**config.mk**
```make
export PLATFORM = sky130hd
export DESIGN_NAME = fpu_top
export DESIGN_NICKNAME = d
export VERILOG_FILES = /design/src/hw/fpu_pkg.sv /design/src/hw/fpu_ctrl_if.sv /design/src/hw/fpu_mantissa_alu.sv /design/src/hw/fpu_normalize_round.sv /design/src/hw/fpu_operand_align.sv /design/src/hw/fpu_sequencer.sv /design/src/hw/fpu_top.sv
export SDC_FILE = /design/constraint.sdc
export NUM_CORES = 1
export LEC_CHECK = 0
export BUFFER_PORTS_ARGS = -buffer_cell sky130_fd_sc_hd__buf_2
export CAP_MARGIN = 20
export CORE_UTILIZATION = 54
export DETAILED_ROUTE_END_ITERATION = 6
export PLACE_DENSITY = 0.71
export SYNTH_ARGS = -nofsm -noshare
export SYNTH_HDL_FRONTEND = slang
export SYNTH_SLANG_ARGS = --single-unit
```
**constraint.sdc**
```tcl
create_clock -name clk -period 7.2 [get_ports clk]
set_clock_uncertainty 0.15 [all_clocks]
set_input_delay 0.72 -clock clk [delete_from_list [all_inputs] [get_ports clk]]
set_output_delay 0.72 -clock clk [all_outputs]
set_load 0.1 [all_outputs]
```
**src/hw/fpu_pkg.sv**
```systemverilog
package fpu_pkg;

    // packed IEEE-754 single precision word
    typedef logic [31:0] word_t;

    // unbiased exponent, two's complement
    typedef logic [7:0] exp_t;

    // stored fraction field
    typedef logic [22:0] frac_t;

    // working mantissa {ovf[1:0], hidden, fraction[22:0], guard[2:0]}
    typedef logic [28:0] mant_t;

    typedef enum logic {
        op_add,
        op_mul
    } op_e;

    typedef enum logic [3:0] {
        idle,
        capture,
        exp_calc,
        align,
        arith,
        norm_decide,
        norm_step,
        round,
        finish
    } seq_state_e;

    typedef enum logic [2:0] {
        alu_idle,
        alu_setup,
        alu_add,
        alu_mul,
        alu_done
    } alu_state_e;

    typedef enum logic [1:0] {
        norm_hold,
        norm_right,
        norm_left
    } norm_e;

    localparam logic [7:0] EXP_BIAS   = 8'd127;
    localparam int         GUARD_BITS = 3;
    localparam logic [4:0] MUL_STEPS  = 5'd24;   // one step per multiplier bit

endpackage

```
**src/hw/fpu_ctrl_if.sv**
```systemverilog
`timescale 1ns/1ns

interface fpu_ctrl_if;
    import fpu_pkg::*;

    // sequencer to datapath
    logic       load;        // capture a, b and op
    logic       swap;        // b is the larger operand
    logic       alu_start;
    logic       first_pass;  // take the fresh alu result, not the loop register
    norm_e      norm_cmd;
    logic       norm_en;     // update the loop registers

    // datapath to sequencer
    logic       exp_neg;     // exponent difference a - b is negative
    logic       exp_zero;
    logic       mag_lt;      // fraction of b larger than fraction of a
    logic       alu_done;
    logic [2:0] alu_top;
    logic [2:0] loop_top;
    logic       loop_zero;

    modport sequencer (
        output load, swap, alu_start, first_pass, norm_cmd, norm_en,
        input  exp_neg, exp_zero, mag_lt, alu_done, alu_top, loop_top, loop_zero
    );

    modport datapath (
        input  load, swap, alu_start, first_pass, norm_cmd, norm_en,
        output exp_neg, exp_zero, mag_lt, alu_done, alu_top, loop_top, loop_zero
    );

endinterface

```
**src/hw/fpu_mantissa_alu.sv**
```systemverilog
`timescale 1ns/1ns

module fpu_mantissa_alu (
    input  logic           clk,
    input  logic           reset,
    input  fpu_pkg::mant_t big_mant,
    input  fpu_pkg::mant_t small_mant,
    input  logic           sign_a,
    input  logic           sign_b,
    input  fpu_pkg::op_e   op_sel,
    fpu_ctrl_if.datapath   ctrl,
    output fpu_pkg::mant_t sum,
    output logic           sign_r
);
    import fpu_pkg::*;

    alu_state_e  state;
    logic [4:0]  step_q;
    mant_t       add_q;
    logic [23:0] mcand_q;
    logic [23:0] mplier_q;
    logic [47:0] prod_q;
    logic        sign_big;
    logic        sign_small;

    assign sign_big   = ctrl.swap ? sign_b : sign_a;
    assign sign_small = ctrl.swap ? sign_a : sign_b;

    // product point sits between bits 46 and 45, lined up with the hidden bit
    assign sum = (op_sel == op_mul) ? {1'b0, prod_q[47:20]} : add_q;

    assign ctrl.alu_done = (state == alu_done);
    assign ctrl.alu_top  = sum[28:26];

    always_ff @(posedge clk) begin
        if (reset) begin
            state  <= alu_idle;
            step_q <= 5'd0;
        end else begin
            case (state)
                alu_idle: begin
                    if (ctrl.alu_start) begin
                        state <= alu_setup;
                    end
                end
                alu_setup: begin
                    step_q <= 5'd0;
                    state  <= (op_sel == op_mul) ? alu_mul : alu_add;
                end
                alu_add: begin
                    state <= alu_done;
                end
                alu_mul: begin
                    step_q <= step_q + 5'd1;
                    if (step_q == MUL_STEPS - 5'd1) begin
                        state <= alu_done;
                    end
                end
                default: begin
                    state <= alu_idle;
                end
            endcase
        end
    end

    always_ff @(posedge clk) begin
        case (state)
            alu_setup: begin
                mcand_q  <= big_mant[26:3];
                mplier_q <= small_mant[26:3];
                prod_q   <= 48'd0;
                sign_r   <= sign_a ^ sign_b;   // product sign, add overwrites it
            end
            alu_add: begin
                if (sign_a == sign_b) begin
                    add_q  <= big_mant + small_mant;
                    sign_r <= sign_big;
                end else if (big_mant >= small_mant) begin
                    add_q  <= big_mant - small_mant;
                    sign_r <= sign_big;
                end else begin
                    add_q  <= small_mant - big_mant;
                    sign_r <= sign_small;
                end
            end
            alu_mul: begin
                if (mplier_q[step_q]) begin
                    prod_q <= prod_q + ({24'd0, mcand_q} << step_q);
                end
            end
            default: begin
            end
        endcase
    end

endmodule

```
**src/hw/fpu_normalize_round.sv**
```systemverilog
`timescale 1ns/1ns

module fpu_normalize_round (
    input  logic           clk,
    input  logic           reset,
    input  fpu_pkg::mant_t sum,
    input  fpu_pkg::exp_t  base_exp,
    input  logic           sign_r,
    fpu_ctrl_if.datapath   ctrl,
    output fpu_pkg::word_t r
);
    import fpu_pkg::*;

    mant_t                       loop_mant;
    exp_t                        loop_exp;
    mant_t                       src_mant;
    exp_t                        src_exp;
    mant_t                       shift_mant;
    exp_t                        shift_exp;
    logic [GUARD_BITS-1:0]       guard;
    logic [28-GUARD_BITS:0]      kept;
    logic                        round_up;
    mant_t                       rounded;
    exp_t                        exp_biased;
    frac_t                       frac_out;

    always_comb begin
        src_mant = ctrl.first_pass ? sum : loop_mant;
        src_exp  = ctrl.first_pass ? base_exp : loop_exp;
        case (ctrl.norm_cmd)
            norm_right: begin
                shift_mant = src_mant >> 1;
                shift_exp  = src_exp + 8'd1;
            end
            norm_left: begin
                shift_mant = src_mant << 1;
                shift_exp  = src_exp - 8'd1;
            end
            default: begin
                shift_mant = src_mant;
                shift_exp  = src_exp;
            end
        endcase
    end

    // nearest even on the guard bits
    assign guard    = shift_mant[GUARD_BITS-1:0];
    assign kept     = shift_mant[28:GUARD_BITS];
    assign round_up = guard[GUARD_BITS-1] && ((guard[GUARD_BITS-2:0] != '0) || kept[0]);
    assign rounded  = {kept + {{(28 - GUARD_BITS){1'b0}}, round_up}, {GUARD_BITS{1'b0}}};

    always_ff @(posedge clk) begin
        if (reset) begin
            loop_mant <= '0;
            loop_exp  <= '0;
        end else if (ctrl.norm_en) begin
            loop_mant <= rounded;   // a carry here triggers one more right pass
            loop_exp  <= shift_exp;
        end
    end

    assign ctrl.loop_top  = loop_mant[28:26];
    assign ctrl.loop_zero = (loop_mant == '0);

    // the only place the bias goes back on
    assign exp_biased = loop_exp + EXP_BIAS;
    assign frac_out   = loop_mant[25:GUARD_BITS];
    assign r          = {sign_r, exp_biased, frac_out};

endmodule

```
**src/hw/fpu_operand_align.sv**
```systemverilog
`timescale 1ns/1ns

module fpu_operand_align (
    input  logic           clk,
    input  logic           reset,
    input  fpu_pkg::word_t a,
    input  fpu_pkg::word_t b,
    input  logic [1:0]     op,
    fpu_ctrl_if.datapath   ctrl,
    output fpu_pkg::mant_t big_mant,
    output fpu_pkg::mant_t small_mant,
    output fpu_pkg::exp_t  base_exp,
    output logic           sign_a,
    output logic           sign_b,
    output fpu_pkg::op_e   op_sel
);
    import fpu_pkg::*;

    word_t      a_q;
    word_t      b_q;
    exp_t       exp_a;
    exp_t       exp_b;
    exp_t       exp_diff;
    exp_t       exp_sum;
    frac_t      frac_a;
    frac_t      frac_b;
    mant_t      mant_a;
    mant_t      mant_b;
    logic [7:0] shift_amt;

    always_ff @(posedge clk) begin
        if (reset) begin
            op_sel <= op_add;
        end else if (ctrl.load) begin
            op_sel <= op[1] ? op_mul : op_add;
        end
    end

    always_ff @(posedge clk) begin
        if (ctrl.load) begin
            a_q <= a;
            b_q <= b;
        end
    end

    // field unpacking
    assign sign_a = a_q[31];
    assign sign_b = b_q[31];
    assign exp_a  = a_q[30:23] - EXP_BIAS;
    assign exp_b  = b_q[30:23] - EXP_BIAS;
    assign frac_a = a_q[22:0];
    assign frac_b = b_q[22:0];
    assign mant_a = {2'b00, 1'b1, frac_a, {GUARD_BITS{1'b0}}};
    assign mant_b = {2'b00, 1'b1, frac_b, {GUARD_BITS{1'b0}}};

    assign exp_diff  = exp_a - exp_b;
    assign exp_sum   = exp_a + exp_b;
    assign shift_amt = exp_diff[7] ? (8'd0 - exp_diff) : exp_diff;   // |a - b|

    assign ctrl.exp_neg  = exp_diff[7];
    assign ctrl.exp_zero = (exp_diff == 8'd0);
    assign ctrl.mag_lt   = (frac_b > frac_a);

    assign big_mant = ctrl.swap ? mant_b : mant_a;

    always_comb begin
        if (op_sel == op_mul) begin
            small_mant = ctrl.swap ? mant_a : mant_b;   // product needs no alignment
            base_exp   = exp_sum;
        end else begin
            small_mant = (ctrl.swap ? mant_a : mant_b) >> shift_amt;   // bits shifted out are lost
            base_exp   = ctrl.swap ? exp_b : exp_a;
        end
    end

endmodule

```
**src/hw/fpu_sequencer.sv**
```systemverilog
`timescale 1ns/1ns

module fpu_sequencer (
    input  logic          clk,
    input  logic          reset,
    input  logic          start,
    fpu_ctrl_if.sequencer ctrl,
    output logic          done
);
    import fpu_pkg::*;

    seq_state_e state;
    logic [2:0] top_bits;   // mantissa top bits the next pass works on

    assign top_bits = ctrl.first_pass ? ctrl.alu_top : ctrl.loop_top;

    // strobes decoded straight from the state
    assign ctrl.load      = (state == capture);
    assign ctrl.alu_start = (state == align);   // alu enters setup with swap settled
    assign ctrl.norm_en   = (state == norm_step);
    assign done           = (state == finish);

    always_ff @(posedge clk) begin
        if (reset) begin
            state           <= idle;
            ctrl.swap       <= 1'b0;
            ctrl.first_pass <= 1'b0;
            ctrl.norm_cmd   <= norm_hold;
        end else begin
            case (state)
                idle: begin
                    if (start) begin
                        state <= capture;
                    end
                end
                capture: begin
                    state <= exp_calc;
                end
                exp_calc: begin
                    state <= align;   // exponent flags settle from the operand registers
                end
                align: begin
                    // equal exponents fall back to the fraction compare
                    if (ctrl.exp_zero) begin
                        ctrl.swap <= ctrl.mag_lt;
                    end else begin
                        ctrl.swap <= ctrl.exp_neg;
                    end
                    state <= arith;
                end
                arith: begin
                    if (ctrl.alu_done) begin
                        ctrl.first_pass <= 1'b1;
                        state           <= norm_decide;
                    end
                end
                norm_decide: begin
                    if (top_bits[2:1] != 2'b00) begin
                        ctrl.norm_cmd <= norm_right;   // carry out of the hidden bit
                    end else if (!top_bits[0]) begin
                        ctrl.norm_cmd <= norm_left;
                    end else begin
                        ctrl.norm_cmd <= norm_hold;    // still needs the rounding pass
                    end
                    state <= norm_step;
                end
                norm_step: begin
                    ctrl.first_pass <= 1'b0;
                    state           <= round;
                end
                round: begin
                    if (ctrl.loop_top == 3'b001 || ctrl.loop_zero) begin
                        state <= finish;
                    end else begin
                        state <= norm_decide;   // rounding carry or more shifting
                    end
                end
                finish: begin
                    if (!start) begin
                        state <= idle;
                    end
                end
                default: begin
                    state <= idle;
                end
            endcase
        end
    end

endmodule

```
**src/hw/fpu_top.sv**
```systemverilog
`timescale 1ns/1ns

module fpu_top (
    input  logic          clk,
    input  logic          reset,
    input  logic          start,
    input  logic [1:0]    op,      // bit 1 selects multiply
    input  fpu_pkg::word_t a,
    input  fpu_pkg::word_t b,
    output fpu_pkg::word_t r,
    output logic          done
);
    import fpu_pkg::*;

    mant_t big_mant;
    mant_t small_mant;
    mant_t sum;
    exp_t  base_exp;
    logic  sign_a;
    logic  sign_b;
    logic  sign_r;
    op_e   op_sel;

    fpu_ctrl_if ctrl ();

    fpu_sequencer u_sequencer (
        .clk   (clk),
        .reset (reset),
        .start (start),
        .ctrl  (ctrl.sequencer),
        .done  (done)
    );

    fpu_operand_align u_align (
        .clk        (clk),
        .reset      (reset),
        .a          (a),
        .b          (b),
        .op         (op),
        .ctrl       (ctrl.datapath),
        .big_mant   (big_mant),
        .small_mant (small_mant),
        .base_exp   (base_exp),
        .sign_a     (sign_a),
        .sign_b     (sign_b),
        .op_sel     (op_sel)
    );

    fpu_mantissa_alu u_alu (
        .clk        (clk),
        .reset      (reset),
        .big_mant   (big_mant),
        .small_mant (small_mant),
        .sign_a     (sign_a),
        .sign_b     (sign_b),
        .op_sel     (op_sel),
        .ctrl       (ctrl.datapath),
        .sum        (sum),
        .sign_r     (sign_r)
    );

    fpu_normalize_round u_norm (
        .clk      (clk),
        .reset    (reset),
        .sum      (sum),
        .base_exp (base_exp),
        .sign_r   (sign_r),
        .ctrl     (ctrl.datapath),
        .r        (r)
    );

endmodule

```
==> out/metrics.csv, run 1 <==
stage,metric,value,unit
outcome,failing checks,setup timing,
setup_path,CP max stage delay,450,ps
routing,M1 WL,29700,um
logic_synthesis,Synth cell types,102,
routing,via/cell ratio,6.13,
floorplanning,initial core utilization,55.3,%
finish,filler cell count,3102,
timing,fmax,132,MHz
clock_tree,clock sink total,240,
routing,met3 wire length,4490,um
setup_path,crit start category,register,
logic_synthesis,"flops & latches, synth",240,
floorplanning,IO Count,102,
timing,Final Hold Fails,0,
outcome,outcome,"finished, violations left",
timing,setup_tns,-2750,ps
routing,final wirelength,71400,um
routing,routed wire length on met2,34200,um
finish,Final Instance Area,0.0273,mm2
placement,hpwl dp,54300,um
timing,relative slew slack,20.8,%
clock_tree,CTS tree,built,
timing,PnR worst setup slack,-347,ps
global_route,largest net degree at the start of global routing,67,
logic_synthesis,Avg Inst Size Synth,8.66,um2
logic_synthesis,Mapped Cells,2490,
run,maxcap violations,0,
clock_tree,clock latency on the worst-skew pair,590,ps
setup_path,Crit-path slowest cell,mux4_2,
global_route,"Remaining Overflow, GRT",0,
logic_synthesis,most frequent cell after synthesis,nor2_1,
clock_tree,H-tree depth,1,
logic_synthesis,leading post-synthesis cells by cell area,"edfxtp_1 26%, ha_1 9.8%, nor2_1 5.2%",
routing,DR top layer,met5,
routing,Vias,20888,
routing,Routed WL per cell,21.0,um
floorplanning,core footprint,0.0390,mm2
placement,Final Wtd Congestion,0.976,
logic_synthesis,Yosys warning total,0,
timing,post-route clock period utilization,105,%
finish,# diodes,0,
routing,DRT iter0 DRCs,1619,
setup_path,crit path kind,reg -> reg,
logic_synthesis,Post-synth EDFFs,189,
clock_tree,CTS root buffer,clkbuf_16,
clock_tree,CTS Buf Count,27,
finish,NumNets Final,3113,
routing,drt pass-1 iters,5,
logic_synthesis,top_reg_cell synth,edfxtp_1,
logic_synthesis,"Seq/Total Area, Yosys",31.1,%
setup_path,worst-path fanout max,8,
timing,unrepaired setup endpoints after global routing,true,
setup_path,CP dominant cell by count,buf_4,
clock_tree,Worst-path clk slew,60,ps
routing,DRC errors left,0,
global_route,Tot GR Track Use,33.6,%
setup_path,Setup crit end kind,register,
global_route,initial antenna violation count,1,
global_route,vias in the first global route,19628,
logic_synthesis,Post-synth top cells,"297 x nor2_1, 194 x a21oi_1, 189 x edfxtp_1",
finish,P&R area growth vs syn,26.5,%
global_route,first-pass GRT wire length,108000,um
logic_synthesis,syn_nets,2734,
floorplanning,die area,0.0407,mm2
placement,IO buf count,100,
timing,Least-Margin Pin Slew,1180,ps
finish,share of cells above drive strength 1,28.1,%
placement,DP Area,0.0246,mm2
clock_tree,Clock Tree Buf Depth,3,
floorplanning,Std-Cell Rows,72,
floorplanning,Die Y,202,um
finish,area of the multi-input gates,0.0149,mm2
min_path,Worst Hold Class,in -> reg,
logic_synthesis,"Cell Area, Synth",0.0216,mm2
finish,storage element area,0.00670,mm2
setup_path,Worst Path Required,7380,ps
timing,Pins Over Slew Limit,0,
timing,final worst path period need,7550,ps
routing,DRT antenna net count,0,
timing,Hold WS,152,ps
logic_synthesis,area share of the largest cell type after synthesis,26.3,%
timing,Final Setup Violations,23,
setup_path,crit path DAT,7720,ps
floorplanning,Die Wd,202,um
logic_synthesis,Synth area leader,edfxtp_1,
logic_synthesis,asr flop ratio synth,0,%
placement,Place WS,-798,ps
==> path summary, 6_finish.rpt <==
check / end / cells after the start / slack, ps / from
worst min register to register: u_norm.loop_mant[27] / 2 / 370 / u_norm.loop_mant[27]
worst max-delay path: u_alu.add_q[27] / 37 / -350 / u_align.b_q[25]
worst min-delay path: u_align.a_q[27] / 1 / 150 / a[27]
worst max register to register: u_alu.add_q[27] / 37 / -350 / u_align.b_q[25]
==> registers in the layout, summed over array words and instances, names as in the netlist, 2 cells and up <==
register	flops
u_alu.mcand_q	23
u_norm.loop_mant	26
u_align.b_q	32
u_norm.loop_exp	8
u_alu.prod_q	48
u_alu.step_q	5
u_sequencer.state	4
u_align.a_q	32
u_alu.state	3
u_alu.mplier_q	24
u_alu.add_q	29
u_sequencer.ctrl.norm_cmd	2
==> area by class of cell <==
class	count	area share, %
clock buffer	37	2.73
clock inverter	13	0.597
inverter	165	2.30
multi-input combinational	1959	54.6
sequential	240	24.6
tap	518	2.38
timing repair buffer	476	12.9
==> placed cells by master, fill, tap and decap left out, types with 11 or more instances in the layout <==
cell,Yosys,routed
buf_4,4,343
nor2_1,297,282
edfxtp_1,189,189
nand2_1,170,164
a21oi_1,194,162
ha_1,169,158
inv_1,162,152
o21ai_0,164,147
buf_2,7,100
mux2i_1,83,81
xnor2_1,85,76
nor3_1,74,62
dfxtp_1,51,47
nand3_1,50,46
a211oi_1,52,46
xor2_1,47,42
a21o_1,42,41
nor2b_1,33,32
mux2_2,30,30
a21oi_2,1,30
a221o_1,30,29
clkbuf_16,0,28
buf_6,2,27
nand2b_1,26,26
mux4_2,23,23
o22ai_1,25,22
and3_1,22,20
o21bai_1,24,20
o21a_1,18,18
o211ai_1,17,17
nor4_1,19,15
a31oi_1,17,14
or2_2,13,13
o21ai_1,9,13
or3_1,15,13
and2_1,13,12
nor3_2,1,12
nand4_1,12,12
nor2_2,1,11
o21ai_2,2,11
==> worst max-delay path: cells and delay by family (launching register included) <==
kind / cells / cell delay, ps
fa+ha+maj: 2 / 450
flops: 1 / 410
simple gates: 6 / 960
buf+inv: 9 / 1390
compound gates: 18 / 3280
xor+xnor: 1 / 200
mux: 1 / 450
==> per-layer routing <==
metal,track usage (%),vias up
met5,0,-
met4,13.3,2
met3,4.00,183
met2,57.2,849
met1,43.4,9973
li1,-,9881
==> stage by stage <==
stage	utilization, %	instances
after floorplan	-	2490
after global placement	63.0	3281
after detailed placement	63.1	3282
after CTS	67.4	3377
after global routing	69.9	3408
final	69.9	3408
==> logic make-up (layout without fill, tap and decap cells) <==
group                      count (synthesis)  in the layout  synth area share, %
and+or+nand+nor                          785            785                 17.1
adders and majority gates                175            175                 10.4
muxes                                    138            139                 7.96
buffers and inverters                    292            691                 5.26
DFF                                      240            240                 31.1
AOI/OAI and AO/OA                        720            720                 22.2
xor gates and xnor gates                 140            140                 6.07
==> what timing repair did <==
action                                  4_1_cts  5_1_grt
pin swaps                                    74       85
endpoints found under the setup margin       28       29
resized for setup                           109      148
hold buffers                                  0        0
setup buffers                                47       37
gates cloned                                  1        1
Power of run 1 is not shown: default switching activity piles up to over one toggle a cycle in this logic, so the estimate is an artifact.
==> run 2, diff against run 1 <==
--- a/config.mk
+++ b/config.mk
@@ -7,9 +7,11 @@
 export LEC_CHECK = 0
 export BUFFER_PORTS_ARGS = -buffer_cell sky130_fd_sc_hd__buf_2
 export CAP_MARGIN = 20
-export CORE_UTILIZATION = 54
+export CELL_PAD_IN_SITES_DETAIL_PLACEMENT = 1
+export CELL_PAD_IN_SITES_GLOBAL_PLACEMENT = 1
+export CORE_UTILIZATION = 44
 export DETAILED_ROUTE_END_ITERATION = 6
-export PLACE_DENSITY = 0.71
+export PLACE_DENSITY = 0.75
 export SYNTH_ARGS = -nofsm -noshare
 export SYNTH_HDL_FRONTEND = slang
 export SYNTH_SLANG_ARGS = --single-unit
==> run 2 against run 1 <==
Against the previous run: the run ends with capacitance limit, setup timing left; core utilization shrank 11 points; non-clock buffer count rose by 41; fmax is 6.5% lower; final cell count increased by 4.2%; wire length increased by 24%; sequential cell count unchanged; setup slack got worse by 530 ps; critical path type unchanged; die area up 22%; global-route usage fell by 1.3 points; register-to-register slack got worse by 530 ps.
==> out/metrics.csv, run 2 (same netlist as run 1, synthesis figures left out) <==
stage,metric,value,unit
finish,"commonest cells after routing, fill and taps aside","363 x buf_4, 273 x nor2_1, 189 x edfxtp_1, 169 x a21oi_1, 164 x nand2_1",
global_route,first-pass GRT wire length,126000,um
timing,unrepaired setup endpoints after global routing,true,
clock_tree,Worst-path clk slew,60,ps
timing,final worst path period need,8070,ps
setup_path,crit start category,register,
floorplanning,Die Y,223,um
routing,via/cell ratio,6.23,
timing,Pins Over Slew Limit,0,
floorplanning,initial core utilization,44.9,%
clock_tree,clock sink total,240,
timing,relative slew slack,0.730,%
floorplanning,Std-Cell Rows,80,
setup_path,crit path DAT,8270,ps
placement,hpwl dp,62400,um
finish,non-filler instance count after layout,3550,
clock_tree,Clock Tree Buf Depth,3,
run,maxcap violations,1,
placement,IO buf count,100,
finish,P&R area growth vs syn,30.6,%
setup_path,Crit-path slowest cell,edfxtp_1,
routing,Vias,22102,
setup_path,CP max stage delay,380,ps
routing,Routed WL per cell,24.9,um
finish,post-layout util,58.6,%
timing,PnR worst setup slack,-874,ps
setup_path,R2R Path Start,u_align.b_q[23],
routing,DR top layer,met4,
timing,post-route clock period utilization,112,%
finish,Largest register FFs,48,
outcome,failing checks,"capacitance limit, setup timing",
routing,DRT antenna net count,0,
global_route,largest net degree at the start of global routing,67,
global_route,initial antenna violation count,1,
timing,setup_tns,-10770,ps
finish,filler cell count,5433,
floorplanning,core footprint,0.0480,mm2
clock_tree,clock latency on the worst-skew pair,600,ps
min_path,HP Start,a[11],
setup_path,RR Endpoint,u_alu.add_q[25],
routing,routed wire length on met2,43900,um
routing,DRT iter0 DRCs,1558,
routing,drt pass-1 iters,5,
setup_path,Crit path max-delay family,compound AO/OA/AOI/OAI gates,
min_path,hold path depth,1,
timing,Least-Margin Pin Slew,1470,ps
clock_tree,H-tree depth,1,
finish,# diodes,0,
floorplanning,die area,0.0499,mm2
finish,"most common cell after layout, fill and taps aside",buf_4,
setup_path,crit path kind,reg -> reg,
timing,fmax,124,MHz
routing,final wirelength,88500,um
placement,Final Wtd Congestion,0.970,
timing,Final Setup Violations,29,
global_route,vias in the first global route,22123,
floorplanning,Die Wd,223,um
setup_path,Worst Path Required,7390,ps
setup_path,CP Buf/Inv Count,7,
placement,DP Cell Count,3413,
routing,DRC errors left,0,
outcome,outcome,"finished, violations left",
timing,Final Hold Fails,0,
routing,met3 wire length,4310,um
setup_path,Setup crit end kind,register,
clock_tree,CTS tree,built,
finish,NumNets Final,3156,
floorplanning,IO Count,102,
min_path,Worst Hold Class,in -> reg,
finish,top flop regs,"u_alu.prod_q x48, u_align.a_q x32, u_align.b_q x32",
clock_tree,CTS root buffer,clkbuf_16,
routing,M1 WL,35700,um
min_path,hold endpoint,u_align.a_q[11],
setup_path,FF-to-FF setup slack,-870,ps
global_route,"Remaining Overflow, GRT",0,
finish,largest reg by FF count,u_alu.prod_q,
clock_tree,CTS Buf Count,29,
setup_path,worst-path fanout max,6,
finish,share of cells above drive strength 1,30.2,%
global_route,Tot GR Track Use,32.3,%
setup_path,depth of the worst register-to-register path,42,
-- run 2: layout make-up --
| cell class | instances | area [um2] | area share (%) |
|---|---|---|---|
| clock buffer | 30 | 729 | 2.59 |
| multi-input combinational | 1959 | 15200 | 54.1 |
| tap | 615 | 769 | 2.73 |
| clock inverter | 24 | 178 | 0.631 |
| timing repair buffer | 517 | 3910 | 13.9 |
| sequential | 240 | 6700 | 23.8 |
| inverter | 165 | 627 | 2.23 |
-- run 2: timing repair --
action | in CTS | in global routing
pin swaps | 98 | 98
gates cloned | 1 | 0
resized for setup | 150 | 187
endpoints found under the setup margin | 29 | 29
hold buffers | 0 | 0
buffers inserted | 43 | 49
-- run 2: worst max path at each step --
stage,start,to,slack [ps],depth (start not counted)
after floorplan,u_align.a_q[23],u_alu.add_q[27],0.9,34
after global placement,u_align.b_q[23],u_alu.add_q[27],-570,41
after detailed placement,u_align.a_q[23],u_alu.add_q[27],-860,39
after CTS,u_align.b_q[23],u_alu.add_q[25],-240,41
after global routing,u_align.b_q[23],u_alu.add_q[25],-1140,42
final,u_align.b_q[23],u_alu.add_q[25],-870,42
-- run 2: metrics by stage --
step	instance area, um2	worst slack, ps	hold slack (ps)
final	28100	-874	152
after CTS	26900	-235	119
after floorplan	21600	0.884	327
after global routing	28100	-1140	132
after detailed placement	25000	-862	381
after global placement	25000	-569	356
-- run 2: metal layers --
metal	vias up	GRT usage [%]
li1	9955	-
met1	11046	39.7
met2	837	57.8
met3	264	3.21
met4	0	13.0
met5	-	0
-- run 2: worst register-to-register path: cells and delay by family, from the launching register on --
kind,cells,cell delay (ps)
compound gates,23,3980
xor+xnor,1,80
buf+inv,7,1010
flops,1,380
mux,1,250
fa+ha+maj,4,1070
simple gates,6,900
Power of run 2 is left out for the same reason.
